### src/rtl/scalar_defs.svh
`ifndef SCALAR_DEFS_SVH
`define SCALAR_DEFS_SVH

// Operand and result width
`define SCALAR_DATA_WIDTH 32

// Fraction bits, Q16.16
`define SCALAR_FRAC_BITS 16

// APB byte address width
`define SCALAR_ADDR_WIDTH 8

`endif

### src/rtl/scalar_bus_pkg.sv
`include "scalar_defs.svh"

package scalar_bus_pkg;

  //////////////////////////////////////////////////////////////////////
  // Register map
  //////////////////////////////////////////////////////////////////////

  // Byte addresses, word aligned
  typedef enum logic [`SCALAR_ADDR_WIDTH-1:0] {
    CTRL      = 8'h00,
    OPERAND_A = 8'h04,
    OPERAND_B = 8'h08,
    STATUS    = 8'h0C,
    RESULT    = 8'h10
  } reg_addr_t;

  //////////////////////////////////////////////////////////////////////
  // APB request
  //////////////////////////////////////////////////////////////////////

  // Master to slave half of the bus
  typedef struct packed {
    logic                          psel;
    logic                          penable;
    logic                          pwrite;
    logic [`SCALAR_ADDR_WIDTH-1:0] paddr;
    logic [`SCALAR_DATA_WIDTH-1:0] pwdata;
  } apb_req_t;

endpackage

### src/rtl/scalar_arith_pkg.sv
`include "scalar_defs.svh"

package scalar_arith_pkg;

  //////////////////////////////////////////////////////////////////////
  // Operations
  //////////////////////////////////////////////////////////////////////

  // CTRL bits 1:0
  // Encoding 2'b11 unused, runs as add
  typedef enum logic [1:0] {
    OP_ADD = 2'd0,
    OP_SUB = 2'd1,
    OP_MUL = 2'd2
  } opcode_t;

  //////////////////////////////////////////////////////////////////////
  // Datapath bundles
  //////////////////////////////////////////////////////////////////////

  // Signed Q16.16 operand pair
  typedef struct packed {
    logic signed [`SCALAR_DATA_WIDTH-1:0] a;
    logic signed [`SCALAR_DATA_WIDTH-1:0] b;
  } operands_t;

  // Unit result with signed overflow flag
  typedef struct packed {
    logic [`SCALAR_DATA_WIDTH-1:0] value;
    logic                          overflow;
  } result_t;

endpackage

### src/rtl/scalar_fixed_adder.sv
`timescale 1ns/1ns
`include "scalar_defs.svh"

module scalar_fixed_adder (
  input  logic                        CLK,
  input  logic                        RST,
  input  logic                        start,
  input  logic                        sub_select,
  input  scalar_arith_pkg::operands_t operands,
  output logic                        ready,
  output scalar_arith_pkg::result_t   result
);

  localparam int W = `SCALAR_DATA_WIDTH;

  // Step 0 waits for start, step 1 computes
  typedef enum logic {IDLE, COMPUTE} state_t;

  state_t                      state;
  scalar_arith_pkg::operands_t ops_q;
  logic                        sub_q;
  logic [W-1:0]                b_eff;
  logic [W-1:0]                sum;
  logic                        ovf;

  // Subtract as a + ~b + 1
  assign b_eff = sub_q ? ~ops_q.b : ops_q.b;
  assign sum   = ops_q.a + b_eff + {{(W-1){1'b0}}, sub_q};

  // Same sign in, other sign out
  assign ovf = (ops_q.a[W-1] == b_eff[W-1]) && (sum[W-1] != ops_q.a[W-1]);

  // FSM and ready pulse
  always_ff @(posedge CLK or posedge RST) begin
    if (RST) begin
      state <= IDLE;
      ready <= 1'b0;
    end else begin
      case (state)
        IDLE: begin
          ready <= 1'b0;
          if (start) begin
            state <= COMPUTE;
          end
        end
        COMPUTE: begin
          ready <= 1'b1;
          state <= IDLE;
        end
        default: state <= IDLE;
      endcase
    end
  end

  // Operand latch and result hold
  always_ff @(posedge CLK) begin
    if (state == IDLE && start) begin
      ops_q <= operands;
      sub_q <= sub_select;
    end
    if (state == COMPUTE) begin
      result.value    <= sum;
      result.overflow <= ovf;
    end
  end

endmodule

### src/rtl/scalar_fixed_multiplier.sv
`timescale 1ns/1ns
`include "scalar_defs.svh"

module scalar_fixed_multiplier (
  input  logic                        CLK,
  input  logic                        RST,
  input  logic                        start,
  input  scalar_arith_pkg::operands_t operands,
  output logic                        ready,
  output scalar_arith_pkg::result_t   result
);

  localparam int W     = `SCALAR_DATA_WIDTH;
  localparam int CNT_W = $clog2(W);

  typedef enum logic [1:0] {IDLE, ITERATE, FINISH} state_t;

  //////////////////////////////////////////////////////////////////////
  // Signals
  //////////////////////////////////////////////////////////////////////

  state_t                  state;
  logic [CNT_W-1:0]        count;
  logic                    last_step;

  // Full width product accumulator
  logic signed [2*W-1:0]   acc;
  // Sign extended multiplicand, shifts left
  logic signed [2*W-1:0]   mcand;
  // Multiplier bits, shift right
  logic [W-1:0]            mplier;
  logic signed [2*W-1:0]   partial;
  // Product rescaled to Q16.16
  logic signed [2*W-1:0]   scaled;
  // Bits that must all match the result sign
  logic [W:0]              top_bits;
  logic                    ovf;

  //////////////////////////////////////////////////////////////////////
  // Datapath
  //////////////////////////////////////////////////////////////////////

  assign last_step = (count == CNT_W'(W-1));

  // Top bit of b weighs -2^(W-1), so the last step subtracts
  assign partial = mplier[0] ? (last_step ? acc - mcand : acc + mcand) : acc;

  // Arithmetic shift, rounds toward minus infinity
  assign scaled   = acc >>> `SCALAR_FRAC_BITS;
  assign top_bits = scaled[2*W-1:W-1];
  assign ovf      = ~((&top_bits) | ~(|top_bits));

  //////////////////////////////////////////////////////////////////////
  // Control
  //////////////////////////////////////////////////////////////////////

  always_ff @(posedge CLK or posedge RST) begin
    if (RST) begin
      state <= IDLE;
      count <= '0;
      ready <= 1'b0;
    end else begin
      ready <= 1'b0;
      case (state)
        IDLE: begin
          count <= '0;
          if (start) begin
            state <= ITERATE;
          end
        end
        ITERATE: begin
          // One multiplier bit per cycle
          count <= count + 1'b1;
          if (last_step) begin
            state <= FINISH;
          end
        end
        FINISH: begin
          ready <= 1'b1;
          state <= IDLE;
        end
        default: state <= IDLE;
      endcase
    end
  end

  // Shift registers, accumulator and result hold
  always_ff @(posedge CLK) begin
    case (state)
      IDLE: begin
        if (start) begin
          acc    <= '0;
          mcand  <= {{W{operands.a[W-1]}}, operands.a};
          mplier <= operands.b;
        end
      end
      ITERATE: begin
        acc    <= partial;
        mcand  <= mcand <<< 1;
        mplier <= mplier >> 1;
      end
      FINISH: begin
        result.value    <= scaled[W-1:0];
        result.overflow <= ovf;
      end
      default: ;
    endcase
  end

endmodule

### src/rtl/scalar_control.sv
`timescale 1ns/1ns
`include "scalar_defs.svh"

module scalar_control (
  input  logic                          CLK,
  input  logic                          RST,
  input  scalar_bus_pkg::apb_req_t      apb_req,
  output logic [`SCALAR_DATA_WIDTH-1:0] prdata,
  output logic                          pready,
  output logic                          pslverr,
  output scalar_arith_pkg::operands_t   operands,
  output logic                          add_start,
  output logic                          sub_select,
  output logic                          mul_start,
  input  logic                          add_ready,
  input  scalar_arith_pkg::result_t     add_result,
  input  logic                          mul_ready,
  input  scalar_arith_pkg::result_t     mul_result
);

  localparam int W = `SCALAR_DATA_WIDTH;

  // CTRL start bit
  localparam int CTRL_START_BIT = 4;

  typedef enum logic [1:0] {IDLE, DISPATCH, WAIT} seq_state_t;

  //////////////////////////////////////////////////////////////////////
  // Signals
  //////////////////////////////////////////////////////////////////////

  seq_state_t                state;
  logic                      busy;
  logic                      done;

  // Software visible registers
  logic [W-1:0]              operand_a;
  logic [W-1:0]              operand_b;
  scalar_arith_pkg::opcode_t opcode_q;
  scalar_arith_pkg::result_t result_q;

  // Opcode of the operation in flight
  scalar_arith_pkg::opcode_t active_op;
  logic                      unit_ready;
  scalar_arith_pkg::result_t unit_result;

  // APB decode
  scalar_bus_pkg::reg_addr_t addr;
  logic                      access;
  logic                      mapped;
  logic                      read_only;
  logic                      start_req;
  logic                      wr_en;
  logic                      start_go;

  //////////////////////////////////////////////////////////////////////
  // APB slave
  //////////////////////////////////////////////////////////////////////

  assign addr   = scalar_bus_pkg::reg_addr_t'(apb_req.paddr);
  assign access = apb_req.psel & apb_req.penable;

  always_comb begin
    case (addr)
      scalar_bus_pkg::CTRL,
      scalar_bus_pkg::OPERAND_A,
      scalar_bus_pkg::OPERAND_B,
      scalar_bus_pkg::STATUS,
      scalar_bus_pkg::RESULT: mapped = 1'b1;
      default:                mapped = 1'b0;
    endcase
  end

  assign read_only = (addr == scalar_bus_pkg::STATUS) | (addr == scalar_bus_pkg::RESULT);
  assign start_req = access & apb_req.pwrite & (addr == scalar_bus_pkg::CTRL) &
                     apb_req.pwdata[CTRL_START_BIT];

  // Start while busy waits with pready low
  assign pready  = access & ~(start_req & busy);
  assign pslverr = pready & (~mapped | (apb_req.pwrite & read_only));

  // Accepted, error free write
  assign wr_en    = pready & apb_req.pwrite & ~pslverr;
  assign start_go = wr_en & start_req;

  // Read mux
  always_comb begin
    prdata = '0;
    if (access && !apb_req.pwrite) begin
      case (addr)
        scalar_bus_pkg::CTRL:      prdata = {{(W-2){1'b0}}, opcode_q};
        scalar_bus_pkg::OPERAND_A: prdata = operand_a;
        scalar_bus_pkg::OPERAND_B: prdata = operand_b;
        // Overflow, done, busy in bits 2:0
        scalar_bus_pkg::STATUS:    prdata = {{(W-3){1'b0}}, result_q.overflow, done, busy};
        scalar_bus_pkg::RESULT:    prdata = result_q.value;
        default:                   prdata = '0;
      endcase
    end
  end

  // Operand registers, snapshot to the units on start
  always_ff @(posedge CLK) begin
    if (wr_en && addr == scalar_bus_pkg::OPERAND_A) begin
      operand_a <= apb_req.pwdata;
    end
    if (wr_en && addr == scalar_bus_pkg::OPERAND_B) begin
      operand_b <= apb_req.pwdata;
    end
    // Held until the unit answers
    if (start_go) begin
      operands.a <= operand_a;
      operands.b <= operand_b;
    end
  end

  //////////////////////////////////////////////////////////////////////
  // Sequencer
  //////////////////////////////////////////////////////////////////////

  assign busy = (state != IDLE);

  // Route by opcode, 2'b11 falls to the adder
  assign add_start  = (state == DISPATCH) & (active_op != scalar_arith_pkg::OP_MUL);
  assign mul_start  = (state == DISPATCH) & (active_op == scalar_arith_pkg::OP_MUL);
  assign sub_select = (active_op == scalar_arith_pkg::OP_SUB);

  // Only the started unit counts
  assign unit_ready  = (active_op == scalar_arith_pkg::OP_MUL) ? mul_ready : add_ready;
  assign unit_result = (active_op == scalar_arith_pkg::OP_MUL) ? mul_result : add_result;

  always_ff @(posedge CLK or posedge RST) begin
    if (RST) begin
      state     <= IDLE;
      done      <= 1'b0;
      opcode_q  <= scalar_arith_pkg::OP_ADD;
      active_op <= scalar_arith_pkg::OP_ADD;
      result_q  <= '0;
    end else begin
      if (wr_en && addr == scalar_bus_pkg::CTRL) begin
        opcode_q <= scalar_arith_pkg::opcode_t'(apb_req.pwdata[1:0]);
      end
      case (state)
        IDLE: begin
          if (start_go) begin
            active_op <= scalar_arith_pkg::opcode_t'(apb_req.pwdata[1:0]);
            done      <= 1'b0;
            state     <= DISPATCH;
          end
        end
        // Start pulse goes out here
        DISPATCH: state <= WAIT;
        WAIT: begin
          if (unit_ready) begin
            result_q <= unit_result;
            done     <= 1'b1;
            state    <= IDLE;
          end
        end
        default: state <= IDLE;
      endcase
    end
  end

endmodule

### src/rtl/scalar_accelerator.sv
`timescale 1ns/1ns
`include "scalar_defs.svh"

module scalar_accelerator (
  input  logic                          CLK,
  input  logic                          RST,
  input  scalar_bus_pkg::apb_req_t      apb_req,
  output logic [`SCALAR_DATA_WIDTH-1:0] prdata,
  output logic                          pready,
  output logic                          pslverr
);

  // Control to units
  scalar_arith_pkg::operands_t operands;
  logic                        add_start;
  logic                        sub_select;
  logic                        mul_start;

  // Units to control
  logic                        add_ready;
  scalar_arith_pkg::result_t   add_result;
  logic                        mul_ready;
  scalar_arith_pkg::result_t   mul_result;

  // APB registers and sequencing
  scalar_control u_control (
    .CLK        (CLK),
    .RST        (RST),
    .apb_req    (apb_req),
    .prdata     (prdata),
    .pready     (pready),
    .pslverr    (pslverr),
    .operands   (operands),
    .add_start  (add_start),
    .sub_select (sub_select),
    .mul_start  (mul_start),
    .add_ready  (add_ready),
    .add_result (add_result),
    .mul_ready  (mul_ready),
    .mul_result (mul_result)
  );

  // Add and subtract, two cycles
  scalar_fixed_adder u_adder (
    .CLK        (CLK),
    .RST        (RST),
    .start      (add_start),
    .sub_select (sub_select),
    .operands   (operands),
    .ready      (add_ready),
    .result     (add_result)
  );

  // Shift-add multiply
  scalar_fixed_multiplier u_multiplier (
    .CLK        (CLK),
    .RST        (RST),
    .start      (mul_start),
    .operands   (operands),
    .ready      (mul_ready),
    .result     (mul_result)
  );

endmodule

### config.mk
export PLATFORM = sky130hd
export DESIGN_NAME = scalar_accelerator
export DESIGN_NICKNAME = d
export VERILOG_FILES = /design/src/rtl/scalar_bus_pkg.sv /design/src/rtl/scalar_arith_pkg.sv /design/src/rtl/scalar_fixed_adder.sv /design/src/rtl/scalar_fixed_multiplier.sv /design/src/rtl/scalar_control.sv /design/src/rtl/scalar_accelerator.sv
export VERILOG_INCLUDE_DIRS = /design/src /design/src/rtl
export SDC_FILE = /design/constraint.sdc
export NUM_CORES = 1
export LEC_CHECK = 0
export BUFFER_PORTS_ARGS = -buffer_cell sky130_fd_sc_hd__clkbuf_2
export CAP_MARGIN = 20
export CORE_MARGIN = 2
export CORE_UTILIZATION = 35
export DETAILED_ROUTE_END_ITERATION = 10
export RECOVER_POWER = 25
export SLEW_MARGIN = 40
export SYNTH_ARGS = -nofsm -noshare
export SYNTH_HDL_FRONTEND = slang
export SYNTH_SLANG_ARGS = --single-unit
### constraint.sdc
create_clock -name CLK -period 7.1 [get_ports CLK]
set_input_delay 0.355 -clock CLK [delete_from_list [all_inputs] [get_ports CLK]]
set_output_delay 0.355 -clock CLK [all_outputs]
set_load 0.1 [all_outputs]
==> Yosys cells after proc, flatten, opt, wreduce, memory -nomap -nowiden <==
Cells that the tools add are included.
{ "op_classes": {"add_sub_neg": 5, "n_mul": 0, "n_div": 0, "n_lt_le_gt_ge": 0, "n_eq_ne": 19, "shifts": 0, "n_mux": 28, "n_bitwise": 23, "reduce_logical": 23} }
{ "op_table": {"columns": ["op", "n"], "rows": [
  ["2-to-1 mux 64 bit", 4],
  ["case mux 64 bit (2 select lines)", 2],
  ["case mux 32 bit (5 select lines)", 1],
  ["2-to-1 mux 32 bit", 3],
  ["adder 64 bit", 1],
  ["case mux 32 bit (2 select lines)", 1],
  ["subtractor 64 bit", 1],
  ["2-to-1 mux 33 bit", 1],
  ["adder 32 x 1 -> 32 bit", 1],
  ["adder 32 bit", 1],
  ["NOT 32 bit", 1],
  ["AND reduction 17 bit", 1],
  ["OR reduction 17 bit", 1],
  ["== test 8 x 4 -> 1 bit (second input constant)", 2],
  ["bitwise AND 1 bit", 13],
  ["case mux 5 bit (2 select lines)", 1],
  ["AND reduction 2 bit", 5],
  ["== test 8 x 3 -> 1 bit (second input constant)", 1],
  ["== test 8 x 5 -> 1 bit (second input constant)", 1],
  ["zero test 8 bit", 1],
  ["2-to-1 mux 2 bit", 4],
  ["!= test 2 x 1 -> 1 bit (second input constant)", 4],
  ["== test 2 x 1 -> 1 bit (second input constant)", 3],
  ["== test 2 bit (second input constant)", 3],
  ["other kinds (17)", 41]
]} }
{ "totals": {"register_bits": 469, "latchBits": 0, "ramBits": 0, "mem_bits_ro": 0, "in_bits": 45, "word_cells": 123, "memories": 0} }

==> Longest topological paths before layout <==
{ "logic_depth": {"ltp_word": 13, "mapped_depth": 25, "mapped_depth_nobuf": 22} }

==> Modules after synthesis <==
A second synthesis with hierarchy kept.
{ "unflattened": {"cells_unflattened": 2117, "hier_area_um2": 24497.2} }
{ "modules_own_cells": {"columns": ["mod", "n_inst", "cells_per_inst", "area_per_inst_um2"], "rows": [
  ["scalar_fixed_multiplier", 1, 1331, 12638.4],
  ["scalar_control", 1, 404, 6801.5],
  ["scalar_fixed_adder", 1, 382, 5057.4]
]} }

==> Worst setup path after synthesis <==
OpenSTA, ideal clock, no wires.
{ "synth_timing": {"path_kind": "input -> register", "start": "in apb_req[35] (netlist bit)", "end": "reg, netlist name u_control.operands[0]", "setup_time_ns": 0.565, "arrival_time_ns": 7.134, "path_slack_ns": -0.599, "path_stages": 7, "path_buffers": 1, "path_cell_list": "clkbuf_1 -> nor4_1 -> a21oi_1 -> nand4_1 -> inv_1 -> nand2_1 -> nor3_1"} }
{ "synth_between": {"elab_chain_cells": 10} }
{ "synth_lines": {"columns": ["item", "line_no", "text"], "rows": [
  ["start, declared", "scalar_accelerator.sv:7", "input scalar_bus_pkg::apb_req_t apb_req,"],
  ["zero test 8 bit (*)", "scalar_control.sv:75", "assign start_req = access & apb_req.pwrite & (addr == scalar_bus_pkg::CTRL) &"],
  ["bitwise AND 1 bit (*) (2 in a row)", "scalar_control.sv:75", null],
  ["bitwise AND 1 bit (*)", "scalar_control.sv:79", "assign pready = access & ~(start_req & busy);"],
  ["NOT 1 bit (*)", "scalar_control.sv:79", null],
  ["bitwise AND 1 bit (*)", "scalar_control.sv:79", null],
  ["net pready", "scalar_accelerator.sv:9", "output logic pready,"],
  ["bitwise AND 1 bit", "scalar_control.sv:80", "assign pslverr = pready & (~mapped | (apb_req.pwrite & read_only));"],
  ["NOT 1 bit", "scalar_control.sv:83", "assign wr_en = pready & apb_req.pwrite & ~pslverr;"],
  ["bitwise AND 1 bit (*)", "scalar_control.sv:83", null],
  ["bitwise AND 1 bit (*)", "scalar_control.sv:84", "assign start_go = wr_en & start_req;"],
  ["net u_control.start_go", "scalar_control.sv:54", "logic start_go;"]
]} }
The timed path passes the listed nets; every way through them passes the cells marked *.
A chain may end at the register's enable or synchronous reset.

==> Worst setup path in the final report <==
{ "layout_timing": {"start": "reg u_multiplier.mcand[5]", "end": "reg u_multiplier.acc[55] (data pin)"} }
{ "layout_between": {"elab_chain_cells": 4} }
{ "layout_lines": {"columns": ["item", "line_no", "text"], "rows": [
  ["start, declared", "scalar_fixed_multiplier.sv:29", "logic signed [2*W-1:0] mcand;"],
  ["start signal, assigned", "scalar_fixed_multiplier.sv:93", "mcand <= {{W{operands.a[W-1]}}, operands.a};"],
  ["start signal, assigned", "scalar_fixed_multiplier.sv:99", "mcand <= mcand <<< 1;"],
  ["adder 64 bit / subtractor 64 bit (equally long branches)", "scalar_fixed_multiplier.sv:46", "assign partial = mplier[0] ? (last_step ? acc - mcand : acc + mcand) : acc;"],
  ["2-to-1 mux 64 bit (*) (2 in a row)", "scalar_fixed_multiplier.sv:46", null],
  ["case mux 64 bit (2 select lines) (*)", "scalar_fixed_multiplier.sv:89", "case (state)"],
  ["end signal, assigned", "scalar_fixed_multiplier.sv:98", "acc <= partial;"],
  ["end, declared", "scalar_fixed_multiplier.sv:27", "logic signed [2*W-1:0] acc;"]
]} }
Every way passes the cells marked *; elsewhere a longest branch is shown, timed or not. The select of a mux whose other input is x is not followed.

==> metrics.md <==
| Metric | Value |
|---|---|
| Die boundary height | 264 microns |
| Flip-flop cell with the highest count after synthesis | sky130_fd_sc_hd__edfxtp_1 |
| Fraction of final layout cells with drive strength greater than 1 | approximately 9% |
| Setup-failing EPs final | 0 |
| Maximum buffer depth of the clock tree | 3 |
| Final setup skew | 0.0334 ns |
| Number of nets in the layout | approximately 2300 |
| Sort of element at the end of the critical path | register |
| Period Utilization, post-route | a little over four fifths |
| Multiplexer area fraction after synthesis | 1.89% |
| Flops & latches, synth | 469 |
| Post-Synthesis Mean Instance Area | 11.5 sq um |
| Maximum fanout along the worst path | 6 |
| Highest achievable clock rate | roughly 170 MHz |
| Power density over the cells | around 210 nW/um^2 |
| Largest family of logic cells by synthesized area | compound AO/OA/AOI/OAI gates |
| Top-Level Pins | 79 |
| Total congestion overflow after global routing | 0 |
| Clock tree from TritonCTS | built |
| Core area | ~67000 sq um |
| Nets in the synthesized netlist | about 2200 |
| Cell variety after synth | 75 |
| Sequential-to-total area share from yosys stat | 58.5% |
| Width of the die | around 260 microns |
| Drt total wl | between 60000 and 70000 microns |
| Hold/Removal Path Class | in -> reg |
| Max-Slew Margin vs Limit | -118% |
| H-tree levels | 2 |
| Filler cells | ~6400 |
| Post-route ant nets | 0 |
| Simple-gate portion of the synthesized area | 12.9% |
| Most common cell after layout, fill and taps aside | sky130_fd_sc_hd__edfxtp_1 |
| Post-synthesis async set-or-reset flop share | 10.7% |
| Initial DRC count | 1516 |
| Aggregate negative setup slack | 0 ns |
| HPWL Detailed | 43300 microns |
| Least-Margin Pin Slew | 3.28 ns |
| Via-per-instance ratio | 5.36 |
| Detailed-route via count | 16400 |
| Setup CP Type | reg -> reg |
| Setup crit start | u_multiplier.mcand[5] |
| Clock root buffer | sky130_fd_sc_hd__clkbuf_16 |
| Cell Rows | 95 |
| Number of global-route vias before repair | roughly 16000 |
| Cell count after synthesis | 2056 |
| Depth of the most critical reg-to-reg path | 18 |
| Maximum cell stage delay along the critical path | 0.73 ns |
| Final Max Slew Viols | 51 |
| Warnings from Yosys | 0 |
| Hold Fails Final Rpt | 0 |
| Number of antenna violations at the first check in global routing | 0 |
| Time the worst path needs with I/O delays and setup | 5.93 ns |
| Synth Area in XOR/XNOR | 6.33% |
| Max-cap violations | 1 |
| Cell-by-cell listing of the critical path | or4_1, or2_2, nor3_2, and2_0, nand3_1, nor3_1, nor2_1, xnor2_1, ha_1, a21o_1, a21o_1, a21oi_1, o21ai_0, a31oi_1, a211oi_1, o311ai_0, and3_1, nor3_1 |
| Buffers added on ports | 78 |
| Data required time at the worst endpoint | 7.41 ns |
| Global-route wire length before repair | 96100 microns |
| Peak supply drop | 0.154 mV |
| Largest net degree at the start of global routing | 66 |
| GRT Resource Usage Total | 17.5% |
| Clock slew seen by the registers of the worst setup and hold paths | approximately 0.06 ns |
| Violations in the final reports | max-capacitance violations, max-slew violations |
| Number of enable-type register cells in the synthesized netlist | 419 |
| Initial core utilization | 35.3% |
| Run status | complete, but fails checks |
| Clock tree sinks | around 470 |
| Endpoint of the lowest-slack register-to-register path | u_multiplier.acc[55] |
| Data arrival at the endpoint of the critical path | 6.24 ns |
| Reg-to-reg setup timing slack | 1.17 ns |
| Critical path destination | u_multiplier.acc[55] |
| 1st-pass router iterations | 8 |
| Inserted Clock Buffers | 52 |
| Adder and majority cell fraction of the synthesized area | 5.25% |
| Detailed-route wire length per cell | 20.2 microns |
| Residual DRC | 0 |
| Commonest cells after routing, fill and taps aside | sky130_fd_sc_hd__edfxtp_1 (419), sky130_fd_sc_hd__nand2_1 (257), sky130_fd_sc_hd__nor2_1 (211) |
| Layout Area Growth over Synthesis | 14.2% |
| Total setup buffers inserted after CTS | 0 |
| Netlist Area Pre-Place | ~24000 sq um |
| Worst reg2reg path startpoint | u_multiplier.mcand[5] |
| Kind of launch point of the worst setup path | register |
| Insertion delay of the later-clocked pin in the worst-skew pair | 0.60 ns |
| Synth Area in Compound Gates | 13.0% |
| Setup repair after global routing missed its margin | no |
| Critical path's slowest cell | sky130_fd_sc_hd__o311ai_0 |
| Cell leakage power | between 9 and 10 nW |
| GP Congestion | slightly above 0.9 |
| Post-layout power | 0.00568 W |
| N_diodes | 0 |
| Area enclosed by the die boundary | 69600 sq um |
[stage by stage]
step                util [%]  area (sq um)  worst slack (ns)  hold WS, ns  cells
floorplan                  -         23600             0.946        0.417   2056
global placement        37.3         25000              1.21        0.430   2941
detailed placement      37.4         25100              1.20        0.434   2942
CTS                     40.3         27000              1.18      0.00474   3069
global route            40.3         27000             0.733       0.0909   3069
finish                  40.3         27000              1.17        0.109   3069
[power by group]
group          switching [W]  internal (W)
sequential     0.00000000629       0.00297
clock                0.00112       0.00154
combinational      0.0000276     0.0000201
total                0.00115       0.00453
[cell families after synthesis]
kind of cell / after synthesis
compound gates: 472
buf+inv: 130
mux: 44
simple gates: 672
xor+xnor: 171
flops: 469
fa+ha+maj: 98
[worst min-delay path by stage]
stage / from / endpoint / slack [ns] / cells past startpoint
2_1_floorplan: u_control.operands[31] / u_adder.ops_q[31] / 0.42 / 0
3_3_place_gp: u_control.operand_b[15] / u_control.operands[15] / 0.43 / 0
3_5_place_dp: u_control.operand_b[10] / u_control.operands[10] / 0.43 / 0
4_1_cts: apb_req[2] / u_control.operand_b[2] / 0.005 / 1
5_1_grt: apb_req[2] / u_control.operand_b[2] / 0.09 / 1
6_report: apb_req[2] / u_control.operand_b[2] / 0.11 / 1
[per-layer routing]
| metal | GRT usage [%] | share of wire [%] | up-vias | wire, microns |
|---|---|---|---|---|
| met5 | 0 | 0 | - | 0 |
| met4 | 4.08 | 1.9 | 0 | 1180 |
| met1 | 24.4 | 46 | 8141 | 28400 |
| li1 | - | - | 7797 | - |
| met3 | 2.47 | 5.2 | 75 | 3230 |
| met2 | 29.0 | 47 | 431 | 29300 |
[state kept, by name, indices dropped and copies added (netlist names)]
register	flops
u_multiplier.state	2
u_control.opcode_q	2
u_adder.ops_q	64
u_multiplier.acc	64
u_multiplier.ready	1
u_adder.ready	1
u_multiplier.mcand	64
u_control.state	2
u_control.active_op	2
u_multiplier.count	5
u_control.operand_b	32
u_multiplier.result	33
u_control.result_q	33
u_multiplier.mplier	32
u_control.operands	64
u_adder.result	33
u_adder.sub_q	1
u_control.operand_a	32
u_adder.state	1
u_control.done	1
[synth_stat cells (all sizes together) (39+ instances only)]
| library cell | count | area share (%) |
|---|---|---|
| ha | 96 | 5.1 |
| edfxtp | 419 | 53 |
| o21ai | 64 | 1.4 |
| inv | 40 | 0.64 |
| dfrtp | 50 | 5.3 |
| nand2 | 258 | 4.1 |
| a21o | 84 | 2.7 |
| nor3 | 44 | 0.95 |
| clkbuf | 78 | 1.3 |
| xnor2 | 104 | 3.9 |
| mux2i | 39 | 1.7 |
| a21oi | 173 | 3.7 |
| xor2 | 67 | 2.5 |
| nor2 | 213 | 3.4 |
[repair_timing]
item / CTS / global route
hold endpoints to repair: 77 / 0
hold buffers: 31 / 0
resized for setup: 0 / 0
[critical path: cells and delay by family (launching register included)]
| family | cells | cell delay, ns |
|---|---|---|
| AO/OA/AOI/OAI | 7 | 2.22 |
| AND/OR/NAND/NOR | 9 | 2.47 |
| flip-flops | 1 | 0.44 |
| adder cells (fa/ha/maj) | 1 | 0.37 |
| XOR/XNOR | 1 | 0.17 |
[area by class of cell]
type	instances	area (sq um)	share of cell area, %
multi-input cells	1457	9390	34.8
clock inverters	21	220	0.815
well taps	873	1090	4.04
inverters	41	156	0.579
flip-flops and latches	469	13800	51.2
clock buffers	75	1460	5.40
repair buffers	133	856	3.17
Note: power is estimated with default switching activity, not from simulation.
